**src/common/decode_config.svh**
```systemverilog
`ifndef DECODE_CONFIG_SVH
`define DECODE_CONFIG_SVH

// packet and datapath widths
`define DEC_PACKET_BYTES 16
`define DEC_MAX_PREFIXES 3
`define DEC_EIP_WIDTH    32
`define DEC_DATA_WIDTH   32
`define DEC_LEN_WIDTH    8

// legacy prefix bytes
`define DEC_PFX_REP    8'hF3
`define DEC_PFX_OPSIZE 8'h66
`define DEC_PFX_ES     8'h26
`define DEC_PFX_CS     8'h2E
`define DEC_PFX_SS     8'h36
`define DEC_PFX_DS     8'h3E
`define DEC_PFX_FS     8'h64
`define DEC_PFX_GS     8'h65

// reduced opcode table
`define DEC_OP_ESCAPE       8'h0F
`define DEC_OP_ADD_RM_R     8'h01
`define DEC_OP_ADD_R_RM     8'h03
`define DEC_OP_ADD_EAX_IMM  8'h05
`define DEC_OP_ALU_RM_IMM8  8'h83
`define DEC_OP_MOV_RM_R     8'h89
`define DEC_OP_MOV_R_RM     8'h8B
`define DEC_OP_MOV_RM_IMM   8'hC7
`define DEC_OP_MOV_R_IMM_HI 5'b10111 // B8..BF, low 3 bits are the register
`define DEC_OP_JMP_REL8     8'hEB
`define DEC_OP_JMP_REL32    8'hE9
`define DEC_OP_JZ_REL32     8'h84 // second byte after 0F
`define DEC_OP_NOP          8'h90

`endif

```
**src/common/decode_pkg.sv**
```systemverilog
`default_nettype none

`include "decode_config.svh"

package decode_pkg;

    // byte 0 sits in the top bits, first byte of the instruction
    typedef logic [0:`DEC_PACKET_BYTES-1][7:0] packet_t;

    typedef logic [`DEC_LEN_WIDTH-1:0] len_t;

    typedef struct packed {
        logic       rep;
        logic       opsize_ovr;
        logic       seg_ovr;
        logic [2:0] seg_sel;      // ES=0 CS SS DS FS GS=5
        logic [1:0] num_prefixes;
    } prefix_info_t;

    // short form of an opcode byte, register in the low bits
    typedef struct packed {
        logic [4:0] hi;
        logic [2:0] reg_idx;
    } op_short_t;

    typedef union packed {
        logic [7:0] raw;
        op_short_t  short_form;
    } op_byte_u;

    typedef enum logic [2:0] {
        op_nop,
        op_alu,
        op_mov,
        op_branch,
        op_illegal
    } op_class_e;

    typedef enum logic [1:0] {
        imm_none,
        imm_byte,
        imm_full  // 4 bytes, 2 under opsize override
    } imm_size_e;

    typedef struct packed {
        op_class_e  op_class;
        logic       has_modrm;
        logic       is_double;  // 0F escape in front
        imm_size_e  imm_size;
        logic       is_br;
        logic [2:0] reg1;
    } opcode_info_t;

    typedef struct packed {
        logic       has_sib;
        logic [2:0] disp_size;  // 0, 1 or 4 bytes
        logic [2:0] reg2;       // rm or sib base
        logic       use_reg2;
        logic [2:0] reg3;       // sib index
        logic       use_reg3;
        logic [1:0] scale;
    } modrm_info_t;

    typedef struct packed {
        logic                      is_init;
        logic [`DEC_EIP_WIDTH-1:0] init_eip;
        logic                      is_resteer;
        logic [`DEC_EIP_WIDTH-1:0] wb_eip;
        logic                      is_br_taken;
        logic [`DEC_EIP_WIDTH-1:0] bp_eip;
    } ctrl_flow_t;

    typedef struct packed {
        len_t                       length;
        prefix_info_t               prefix;
        opcode_info_t               op;
        modrm_info_t                modrm;
        logic [`DEC_DATA_WIDTH-1:0] disp;
        logic [`DEC_DATA_WIDTH-1:0] imm;
    } decoded_t;

endpackage

`default_nettype wire

```
**src/design/decode_top.sv**
```systemverilog
`default_nettype none

`include "decode_config.svh"

module decode_top (
    input  logic                      clk,
    input  logic                      reset,
    input  logic                      valid,
    input  decode_pkg::packet_t       packet,
    input  logic                      stall,        // queue full downstream
    input  decode_pkg::ctrl_flow_t    ctrl,
    output logic                      decode_valid,
    output decode_pkg::decoded_t      result,
    output logic [`DEC_EIP_WIDTH-1:0] eip_out,      // next sequential eip
    output logic [`DEC_EIP_WIDTH-1:0] latched_eip
);
    import decode_pkg::*;

    prefix_info_t              prefix;
    opcode_info_t              op;
    modrm_info_t               modrm;
    logic [`DEC_LEN_WIDTH-1:0] length;

    assign decode_valid = valid;

    //////////////////////////////////////////////////
    // combinational decode chain
    //////////////////////////////////////////////////
    prefix_decode u_prefix (
        .packet (packet),
        .prefix (prefix)
    );

    opcode_decode u_opcode (
        .packet (packet),
        .prefix (prefix),
        .op     (op)
    );

    modrm_decode u_modrm (
        .packet (packet),
        .prefix (prefix),
        .op     (op),
        .modrm  (modrm)
    );

    field_extract u_fields (
        .packet (packet),
        .prefix (prefix),
        .op     (op),
        .modrm  (modrm),
        .result (result),
        .length (length)
    );

    // eip register and redirect
    eip_tracker u_eip (
        .clk         (clk),
        .reset       (reset),
        .valid       (valid),
        .stall       (stall),
        .ctrl        (ctrl),
        .length      (length),
        .eip_out     (eip_out),
        .latched_eip (latched_eip)
    );

endmodule

`default_nettype wire

```
**src/design/eip_tracker.sv**
```systemverilog
`default_nettype none

`include "decode_config.svh"

module eip_tracker (
    input  logic                       clk,
    input  logic                       reset,
    input  logic                       valid,
    input  logic                       stall,
    input  decode_pkg::ctrl_flow_t     ctrl,
    input  logic [`DEC_LEN_WIDTH-1:0]  length,
    output logic [`DEC_EIP_WIDTH-1:0]  eip_out,
    output logic [`DEC_EIP_WIDTH-1:0]  latched_eip
);
    import decode_pkg::*;

    logic                      is_cf;       // any control-flow strobe
    logic [`DEC_EIP_WIDTH-1:0] cf_eip;
    len_t                      gated_len;
    logic                      load;

    //////////////////////////////////////////////////
    // redirect select, init > resteer > taken branch
    //////////////////////////////////////////////////
    always_comb begin
        is_cf = ctrl.is_init | ctrl.is_resteer | ctrl.is_br_taken;
        if (ctrl.is_init) begin
            cf_eip = ctrl.init_eip;
        end else if (ctrl.is_resteer) begin
            cf_eip = ctrl.wb_eip;
        end else begin
            cf_eip = ctrl.bp_eip;
        end
    end

    // no advance on bubbles or redirects
    always_comb begin
        gated_len = (valid && !is_cf) ? length : '0;
        eip_out   = latched_eip + {{(`DEC_EIP_WIDTH-`DEC_LEN_WIDTH){1'b0}}, gated_len};
        load      = is_cf || (valid && !stall);  // strobes beat stall
    end

    always_ff @(posedge clk) begin
        if (reset) begin
            latched_eip <= '0;
        end else if (load) begin
            latched_eip <= is_cf ? cf_eip : eip_out;
        end
    end

endmodule

`default_nettype wire

```
**src/design/opcode_decode.sv**
```systemverilog
`default_nettype none

`include "decode_config.svh"

module opcode_decode (
    input  decode_pkg::packet_t      packet,
    input  decode_pkg::prefix_info_t prefix,
    output decode_pkg::opcode_info_t op
);
    import decode_pkg::*;

    logic [3:0] op_off;       // opcode sits right after the prefixes
    op_byte_u   op_byte;
    logic [7:0] second_byte;  // escape tail or modrm

    always_comb begin
        op_off      = {2'b00, prefix.num_prefixes};
        op_byte.raw = packet[op_off];
        second_byte = packet[op_off + 4'd1];
    end

    //////////////////////////////////////////////////
    // reduced table
    //////////////////////////////////////////////////
    always_comb begin
        op          = '0;
        op.op_class = op_illegal;  // one byte, no operands
        op.imm_size = imm_none;
        if (op_byte.short_form.hi == `DEC_OP_MOV_R_IMM_HI) begin
            // B8..BF, register folded into the opcode
            op.op_class = op_mov;
            op.imm_size = imm_full;
            op.reg1     = op_byte.short_form.reg_idx;
        end else begin
            case (op_byte.raw)
                `DEC_OP_ADD_RM_R, `DEC_OP_ADD_R_RM: begin
                    op.op_class  = op_alu;
                    op.has_modrm = 1'b1;
                    op.reg1      = second_byte[5:3];  // modrm.reg
                end
                `DEC_OP_MOV_RM_R, `DEC_OP_MOV_R_RM: begin
                    op.op_class  = op_mov;
                    op.has_modrm = 1'b1;
                    op.reg1      = second_byte[5:3];
                end
                `DEC_OP_ADD_EAX_IMM: begin
                    op.op_class = op_alu;
                    op.imm_size = imm_full;  // reg1 stays eax
                end
                `DEC_OP_ALU_RM_IMM8: begin
                    op.op_class  = op_alu;
                    op.has_modrm = 1'b1;
                    op.imm_size  = imm_byte;
                    op.reg1      = second_byte[5:3];  // group selector
                end
                `DEC_OP_MOV_RM_IMM: begin
                    op.op_class  = op_mov;
                    op.has_modrm = 1'b1;
                    op.imm_size  = imm_full;
                    op.reg1      = second_byte[5:3];
                end
                `DEC_OP_JMP_REL8: begin
                    op.op_class = op_branch;
                    op.imm_size = imm_byte;
                    op.is_br    = 1'b1;
                end
                `DEC_OP_JMP_REL32: begin
                    op.op_class = op_branch;
                    op.imm_size = imm_full;
                    op.is_br    = 1'b1;
                end
                `DEC_OP_ESCAPE: begin
                    // only jz rel32 lives behind the escape here
                    if (second_byte == `DEC_OP_JZ_REL32) begin
                        op.op_class  = op_branch;
                        op.is_double = 1'b1;
                        op.imm_size  = imm_full;
                        op.is_br     = 1'b1;
                    end
                end
                `DEC_OP_NOP: op.op_class = op_nop;
                default: ;  // illegal
            endcase
        end
    end

endmodule

`default_nettype wire

```
**src/design/operand/field_extract.sv**
```systemverilog
`default_nettype none

`include "decode_config.svh"

module field_extract (
    input  decode_pkg::packet_t       packet,
    input  decode_pkg::prefix_info_t  prefix,
    input  decode_pkg::opcode_info_t  op,
    input  decode_pkg::modrm_info_t   modrm,
    output decode_pkg::decoded_t      result,
    output logic [`DEC_LEN_WIDTH-1:0] length
);
    import decode_pkg::*;

    logic [2:0] imm_bytes;
    logic [4:0] disp_off;  // first displacement byte
    logic [4:0] imm_off;   // first immediate byte

    // little-endian gather of up to 4 bytes, then sign extension
    function automatic logic [`DEC_DATA_WIDTH-1:0] gather_le(
        input packet_t    pkt,
        input logic [4:0] base,
        input logic [2:0] nbytes
    );
        logic [31:0] raw;
        logic [4:0]  idx;
        raw = '0;
        for (int k = 0; k < 4; k++) begin
            idx = base + 5'(k);
            if (k < nbytes && idx < `DEC_PACKET_BYTES) begin
                raw[8*k +: 8] = pkt[idx[3:0]];
            end
        end
        case (nbytes)
            3'd1:    gather_le = {{24{raw[7]}}, raw[7:0]};
            3'd2:    gather_le = {{16{raw[15]}}, raw[15:0]};
            default: gather_le = raw;  // 4 bytes, or zero for none
        endcase
    endfunction

    //////////////////////////////////////////////////
    // length and field offsets
    //////////////////////////////////////////////////
    always_comb begin
        case (op.imm_size)
            imm_byte: imm_bytes = 3'd1;
            imm_full: imm_bytes = prefix.opsize_ovr ? 3'd2 : 3'd4;
            default:  imm_bytes = 3'd0;
        endcase
        disp_off = 5'(prefix.num_prefixes) + 5'd1 + 5'(op.is_double)
                 + 5'(op.has_modrm) + 5'(modrm.has_sib);
        imm_off  = disp_off + 5'(modrm.disp_size);
        length   = len_t'(imm_off) + len_t'(imm_bytes);  // at most 15
    end

    always_comb begin
        result        = '0;
        result.length = length;
        result.prefix = prefix;
        result.op     = op;
        result.modrm  = modrm;
        result.disp   = gather_le(packet, disp_off, modrm.disp_size);
        result.imm    = gather_le(packet, imm_off, imm_bytes);
    end

endmodule

`default_nettype wire

```
**src/design/operand/modrm_decode.sv**
```systemverilog
`default_nettype none

module modrm_decode (
    input  decode_pkg::packet_t      packet,
    input  decode_pkg::prefix_info_t prefix,
    input  decode_pkg::opcode_info_t op,
    output decode_pkg::modrm_info_t  modrm
);
    import decode_pkg::*;

    logic [3:0] mrm_off;
    logic [7:0] mrm;     // mod[7:6] reg[5:3] rm[2:0]
    logic [7:0] sib;     // scale[7:6] index[5:3] base[2:0]

    always_comb begin
        mrm_off = {2'b00, prefix.num_prefixes} + 4'd1 + {3'b000, op.is_double};
        mrm     = packet[mrm_off];
        sib     = packet[mrm_off + 4'd1];
    end

    //////////////////////////////////////////////////
    // 32-bit addressing forms
    //////////////////////////////////////////////////
    always_comb begin
        modrm = '0;
        if (op.has_modrm) begin
            if (mrm[7:6] == 2'd3) begin
                modrm.reg2     = mrm[2:0];  // register direct
                modrm.use_reg2 = 1'b1;
            end else begin
                case (mrm[7:6])
                    2'd1:    modrm.disp_size = 3'd1;
                    2'd2:    modrm.disp_size = 3'd4;
                    default: modrm.disp_size = 3'd0;
                endcase
                if (mrm[2:0] == 3'd4) begin
                    modrm.has_sib = 1'b1;
                    modrm.scale   = sib[7:6];
                    if (sib[5:3] != 3'd4) begin  // index 4 means none
                        modrm.reg3     = sib[5:3];
                        modrm.use_reg3 = 1'b1;
                    end
                    if (sib[2:0] == 3'd5 && mrm[7:6] == 2'd0) begin
                        modrm.disp_size = 3'd4;  // disp32, no base
                    end else begin
                        modrm.reg2     = sib[2:0];
                        modrm.use_reg2 = 1'b1;
                    end
                end else if (mrm[7:6] == 2'd0 && mrm[2:0] == 3'd5) begin
                    modrm.disp_size = 3'd4;  // absolute disp32
                end else begin
                    modrm.reg2     = mrm[2:0];
                    modrm.use_reg2 = 1'b1;
                end
            end
        end
    end

endmodule

`default_nettype wire

```
**src/design/prefix_decode.sv**
```systemverilog
`default_nettype none

`include "decode_config.svh"

module prefix_decode (
    input  decode_pkg::packet_t      packet,
    output decode_pkg::prefix_info_t prefix
);
    import decode_pkg::*;

    logic       done;     // first non-prefix byte reached
    logic [3:0] seg_hit;  // {hit, sel}

    // segment prefix lookup, msb says it matched
    function automatic logic [3:0] seg_lookup(input logic [7:0] b);
        case (b)
            `DEC_PFX_ES: seg_lookup = 4'b1_000;
            `DEC_PFX_CS: seg_lookup = 4'b1_001;
            `DEC_PFX_SS: seg_lookup = 4'b1_010;
            `DEC_PFX_DS: seg_lookup = 4'b1_011;
            `DEC_PFX_FS: seg_lookup = 4'b1_100;
            `DEC_PFX_GS: seg_lookup = 4'b1_101;
            default:     seg_lookup = 4'b0_000;
        endcase
    endfunction

    //////////////////////////////////////////////////
    // in-order scan of the leading bytes
    //////////////////////////////////////////////////
    always_comb begin
        prefix  = '0;
        done    = 1'b0;
        seg_hit = '0;
        for (int i = 0; i < `DEC_MAX_PREFIXES; i++) begin
            if (!done) begin
                seg_hit = seg_lookup(packet[i]);
                if (seg_hit[3]) begin
                    prefix.seg_ovr = 1'b1;
                    prefix.seg_sel = seg_hit[2:0];  // later one wins
                end else if (packet[i] == `DEC_PFX_REP) begin
                    prefix.rep = 1'b1;
                end else if (packet[i] == `DEC_PFX_OPSIZE) begin
                    prefix.opsize_ovr = 1'b1;
                end else begin
                    done = 1'b1;  // opcode starts here
                end
                if (!done) begin
                    prefix.num_prefixes = prefix.num_prefixes + 2'd1;
                end
            end
        end
    end

endmodule

`default_nettype wire

```
**config.mk**
```make
export PLATFORM = sky130hd
export DESIGN_NAME = decode_top
export DESIGN_NICKNAME = d
export VERILOG_FILES = /design/src/common/decode_pkg.sv /design/src/design/decode_top.sv /design/src/design/eip_tracker.sv /design/src/design/opcode_decode.sv /design/src/design/operand/field_extract.sv /design/src/design/operand/modrm_decode.sv /design/src/design/prefix_decode.sv
export VERILOG_INCLUDE_DIRS = /design/src /design/src/common
export SDC_FILE = /design/constraint.sdc
export NUM_CORES = 1
export LEC_CHECK = 0
export ABC_CLOCK_PERIOD_IN_PS = 25000
export BUFFER_PORTS_ARGS = -buffer_cell sky130_fd_sc_hd__buf_2
export CELL_PAD_IN_SITES_DETAIL_PLACEMENT = 1
export CELL_PAD_IN_SITES_GLOBAL_PLACEMENT = 1
export CORE_MARGIN = 3
export CORE_UTILIZATION = 30
export DETAILED_ROUTE_END_ITERATION = 6
export PLACE_DENSITY_LB_ADDON = 0.1
export SYNTH_ARGS = -nofsm -noshare
export SYNTH_HDL_FRONTEND = slang
export SYNTH_SLANG_ARGS = --single-unit
```
**constraint.sdc**
```tcl
create_clock -name clk -period 25 [get_ports clk]
set_clock_uncertainty 0.2 [all_clocks]
set_input_delay 5 -clock clk [delete_from_list [all_inputs] [get_ports clk]]
set_output_delay 5 -clock clk [all_outputs]
set_load 0.1 [all_outputs]
```
* Yosys cells after proc, flatten, opt, wreduce, memory -nomap -nowiden
Index checks and enable logic that the tools add are counted. Widths: inputs -> output; s select.
Word-level totals: register bits after elaboration 32, input port bits 231, output and inout bits 170, logic and storage cells 248
Cells by class: add/subtract/negate cells 18, $lt $le $gt $ge 28, eq/ne operators 50, muxes and demuxes 115, bitwise gates (word level) 14, reduce and logical (&&, ||, !) cells 22
Operators with widths (count):
- $bmux 8 s4 | 12
- $mux 8 | 34
- $pmux 32 s2 | 2
- $eq 8x6->1 const B | 12
- $mux 32 | 3
- $eq 8x8->1 const B | 11
- $eq 8x7->1 const B | 9
- $pmux 4 s6 | 3
- $ge 5x5->1 const B | 12
- $not 4->5 | 11
- $mux 4 | 11
- $lt 5x5->1 const B | 8
- $add 32x8->32 | 1
- $mux 1 | 26
- $mux 3 | 7
- $add 5x2->5 const B | 4
- $mux 6 | 3
- $add 5x1->5 | 3
- $pmux 3 s5 | 1
- $mux 14 | 1
- $mux 2 | 7
- $logic_and 1x1->1 | 12
- $lt 1x3->1 const A | 4
- $lt 2x3->1 const A | 4
- other kinds (32) | 46

* Longest topological paths before layout
depth in word-level cells 43, gate-level depth with buffers 49

* Cells and area by module
Synthesis repeated with hierarchy kept, for this count alone.
Second synthesis, totals: cells, all modules 1632, area, all modules 14664.1 um^2
By module, submodules not included:
- field_extract | times used 1, cells an instance 820, area an instance 7982.7 um^2
- eip_tracker | times used 1, cells an instance 461, area an instance 3199.3 um^2
- modrm_decode | times used 1, cells an instance 171, area an instance 2062.0 um^2
- opcode_decode | times used 1, cells an instance 118, area an instance 965.9 um^2
- prefix_decode | times used 1, cells an instance 61, area an instance 446.7 um^2
- decode_top | times used 1, cells an instance 1, area an instance 7.5 um^2

* Worst setup path before layout
No wires, ideal clock.
path type in2out, from input port packet[112] in the netlist's numbering, to output port eip_out[28], arrival time 20.957 ns, required time 19.800 ns, setup slack -1.157 ns, cell stages on the path 47, buffers on the path 10, path through nor4b_1 and3_1 buf_2 a21o_1 nand2_2 inv_1 a221oi_1 or3_1 clkbuf_1 or3_4 inv_1 ha_1 clkbuf_1 clkbuf_1 mux4_2 nand2b_1 mux2i_1 nor2b_1 [... 11 more ...] buf_1 ha_1 xor2_1 buf_1 clkbuf_1 ha_1 a21oi_1 xor2_1 nor2b_1 ha_1 o21ai_0 a21boi_0 o21ai_0 a2111oi_0 nand2_1 nor2_1 nand3_1 xnor2_1
RTL lines:
- start: declaration | RTL line decode_top.sv:9 | input decode_pkg::packet_t packet,
- end: declaration | RTL line decode_top.sv:14 | output logic [`DEC_EIP_WIDTH-1:0] eip_out,

* Final worst setup path
from input port packet[117] in the netlist's numbering, to output port eip_out[30]
Between the ends: cells in the longest elaborated chain, start to end 35, elaborated cells on any way between the ends 94
RTL lines:
- $eq 8x7->1 (tied with other cells) | RTL line prefix_decode.sv:16 | case (b)
- $pmux 4 s6 or $mux 1 (tied branches) | RTL line prefix_decode.sv:16, prefix_decode.sv:42
- $mux 4 or $mux 1 (tied branches) | RTL line prefix_decode.sv:35, prefix_decode.sv:40
- $mux 1 | RTL line prefix_decode.sv:37 | if (seg_hit[3]) begin
- $mux 1 | RTL line prefix_decode.sv:35 | if (!done) begin
- $mux 2 | RTL line prefix_decode.sv:47 | if (!done) begin
- $mux 8 | RTL line prefix_decode.sv:35
- $add 2x1->2 | RTL line prefix_decode.sv:48 | prefix.num_prefixes = prefix.num_prefixes + 2'd1;
- [... 19 more ...]
- $mux 3 | RTL line modrm_decode.sv:43 | if (sib[2:0] == 3'd5 && mrm[7:6] == 2'd0) begin
- $mux 7 | RTL line modrm_decode.sv:36 | if (mrm[2:0] == 3'd4) begin
- $mux 4 | RTL line modrm_decode.sv:27 | if (mrm[7:6] == 2'd3) begin
- $mux 14 | RTL line modrm_decode.sv:26 | if (op.has_modrm) begin
- $add 5x3->5 | RTL line field_extract.sv:52 | imm_off = disp_off + 5'(modrm.disp_size);
- $add 5x3->6 (*) | RTL line field_extract.sv:53 | length = len_t'(imm_off) + len_t'(imm_bytes);
- $mux 6 (*) | RTL line eip_tracker.sv:38 | gated_len = (valid && !is_cf) ? length : '0;
- $add 32x8->32 (*) | RTL line eip_tracker.sv:39 | eip_out = latched_eip + {{(`DEC_EIP_WIDTH-`DEC_LEN_WIDTH){1'b0}}, gated_len};
Mark *: on every way between the ends. The rest lies on a longest branch, timed or not. The select of a mux whose other input is x is not followed.

==> results_dict.tcl <==
set metrics [dict create \
    outcome "completed" \
    regMostFlops "u_eip.latched_eip" \
    htree_levels 2 \
    end_kind "primary output" \
    io_pins 401 \
    crit_path_frequent_cell "inv_1" \
    rsz0062_at_grt "no" \
    vias 16661 \
    fin_area_sq_um 17800 \
    post_drt_wl_per_cell_microns 32.7 \
    critPathMaxFanout 27 \
    nets 2076 \
    hp-class "flop to flop" \
    slowest_stage "xor2_4" \
    start_util_pct 30.4 \
    drv_slew 0 \
    fmax_mhz 43.1 \
    ys_types 93 \
    cts_root_buf "clkbuf_16" \
    areaGrowthSynthToFinish_pct 19.1 \
    gp_congestion 0.920 \
    cts_tree "yes" \
    gr-total-overflow 0 \
    drt_first_pass_iters 5 \
    dp_slack_ns 1.85 \
    worstMarginPinSlew_ns 1.30 \
    cts_setup_buffers 0 \
    p_total_w 0.000512 \
    cp.arrival_ns 17.99 \
    die_area_sq_um 52400 \
    grt_usage_pct 29.9 \
    largest_register_ffs 32 \
    worstPathRequired_ns 19.80 \
    cpPeakStageDelay_ns 0.70 \
    postSynthAreaPerCell_sq_um 9.55 \
    period_needed_ns 23.19 \
    dpl-instance-area_sq_um 17600 \
    synth_area_sq_um 14900 \
    instances_no_fill 2488 \
    rows 81 \
    clk_path_buf_depth 2 \
    async_flop_share_pct 0 \
    critPathKind "input port to primary output" \
    yosysWarnings 0 \
    postRouteAntennaNets 0 \
    setup_viol 0 \
    ys.flop_type "dfxtp_1" \
    crit_family "simple AND/OR/NAND/NOR gates" \
    drive_gt1_share_pct 45.7 \
    post_cts_resized 0 \
    final.period_utilization_pct 92.8 \
    numClockSinks 32 \
    drt-total-wl_microns 81300 \
    synth_seq_cells 32 \
    syn_inst 1561 \
    power.density_nw_per_um2 28.9 \
    viasPerCell 6.70 \
    drv_cap 0 \
    synth_edf_count 0 \
    setup_slack_ns 1.81 \
    grt_pass1_vias 16532 \
    io_buffers 397 \
    holdBufCountCts 0 \
    die_width_microns 229 \
    dp.cells 2472 \
    grt_pass1_wl_microns 118000 \
    die_y_microns 229 \
    antenna_found_initial 8 \
    top_regs "u_eip.latched_eip (32)" \
    grt_max_degree 71 \
    clkLatencyLatePin_ns 0.29 \
    hold_viol_final 0 \
    ys_seq_area_share_pct 4.30 \
    cp_num_buf_inv 9 \
    slew_headroom_pct 13.2 \
    fin_hold_ws_ns 0.352 \
    p_leak_nw 7.27 \
    clkSlewWorstSetupHoldPaths_ns 0.06 \
    numCtsBuffers 5 \
    drt_iter0_drc 2295 \
    drc 0 \
    place_hpwl_microns 62300 \
    ir_worst_vdd_mv 0.0217 \
    startpoint_type "input port" \
    coreArea_sq_um 49100 \
]
==> synth_stat cells, types with 12 or more instances <==
cell type / number / area share (%)
and3_1: 13 / 0.55
clkbuf_1: 129 / 3.2
o22ai_1: 20 / 0.84
nand3_1: 37 / 1.2
nand4_1: 12 / 0.50
xor2_1: 20 / 1.2
a22oi_1: 24 / 1.2
nor2_1: 115 / 2.9
buf_2: 15 / 0.50
nor3_1: 55 / 1.8
mux2i_1: 54 / 3.6
xnor2_1: 30 / 1.8
o21ai_0: 102 / 3.4
buf_1: 29 / 0.73
a21oi_1: 92 / 3.1
and2_1: 15 / 0.63
mux4_2: 301 / 45
inv_1: 44 / 1.1
dfxtp_1: 32 / 4.3
mux2_2: 32 / 2.4
nand2_1: 129 / 3.2
ha_1: 26 / 2.2
a211oi_1: 21 / 1.1
==> power by group <==
part	switching (W)	total, W	internal [W]
sequential	0.00000656	0.0000614	0.0000548
combinational	0.000239	0.000378	0.000139
clock	0.0000262	0.0000730	0.0000469
total	0.000272	0.000512	0.000240
==> routing by layer <==
| metal | GRT usage (%) | part of all wire [%] |
|---|---|---|
| met5 | 0 | 0 |
| met2 | 46.8 | 45 |
| met1 | 42.1 | 41 |
| met4 | 7.37 | 2.9 |
| met3 | 6.66 | 11 |
==> cell type report <==
type | instances | area (sq um)
antenna | 8 | 20.0
clock buffer | 5 | 125
clock inverter | 3 | 42.5
fill | 5713 | 31300
inverter | 46 | 173
multi-input combinational | 1301 | 13500
sequential | 32 | 641
tap | 664 | 831
timing repair buffer | 429 | 2410
==> cell families (layout without fill, tap and decap cells) <==
group,after synthesis,after routing,share of synthesized area [%]
other,1,11,0.0252
AO/OA/AOI/OAI,377,377,16.8
flip-flops,32,32,4.30
XOR/XNOR,53,53,3.34
adder cells (fa/ha/maj),30,30,2.72
AND/OR/NAND/NOR,450,450,14.9
multiplexers,388,388,51.7
buffers and inverters,230,483,6.28
==> path summary, 6_finish.rpt <==
kind                                 startpoint                                 end  slack, ns  cells after the start
max reg2reg   u_eip.latched_eip[0]$_SDFFE_PP0P_  u_eip.latched_eip[30]$_SDFFE_PP0P_      20.78                     13
min reg2reg  u_eip.latched_eip[21]$_SDFFE_PP0P_  u_eip.latched_eip[21]$_SDFFE_PP0P_       0.35                      2
min          u_eip.latched_eip[21]$_SDFFE_PP0P_  u_eip.latched_eip[21]$_SDFFE_PP0P_       0.35                      2
max                                 packet[117]                         eip_out[30]       1.81                     41
==> tightest hold or removal path: cells and delay by family (launching register included) <==
kind            cells  cell delay [ns]
compound gates      1             0.06
simple gates        1             0.09
flops               1             0.36
==> per-stage QoR <==
step / TNS [ns] / utilization (%)
2_1_floorplan: -0.235 / -
3_3_place_gp: 0 / 35.8
3_5_place_dp: 0 / 35.8
4_1_cts: 0 / 36.1
5_1_grt: 0 / 36.2
6_report: 0 / 36.2
==> cells in the final DEF, fill, tap and decap left out, types with 10 or more instances in the layout <==
cell / synthesis / final
buf_12: 0 / 12
and3_1: 13 / 13
nand2b_1: 10 / 10
nand4_1: 12 / 12
buf_4: 6 / 32
mux2i_1: 54 / 54
a21o_1: 11 / 11
nand2_1: 129 / 129
nor2b_1: 11 / 11
mux4_2: 301 / 301
ha_1: 26 / 21
a21oi_1: 92 / 92
inv_1: 44 / 44
a22oi_1: 24 / 24
xnor2_1: 30 / 23
a211oi_1: 21 / 21
xor2_1: 20 / 13
o21ai_0: 102 / 102
o22ai_1: 20 / 20
mux2_2: 32 / 32
and2_1: 15 / 15
nand3_1: 37 / 37
dfxtp_1: 32 / 32
nor3_1: 55 / 54
nor2_1: 115 / 115
a221oi_1: 10 / 10
buf_2: 15 / 385
(Power assumes the default switching activity.)
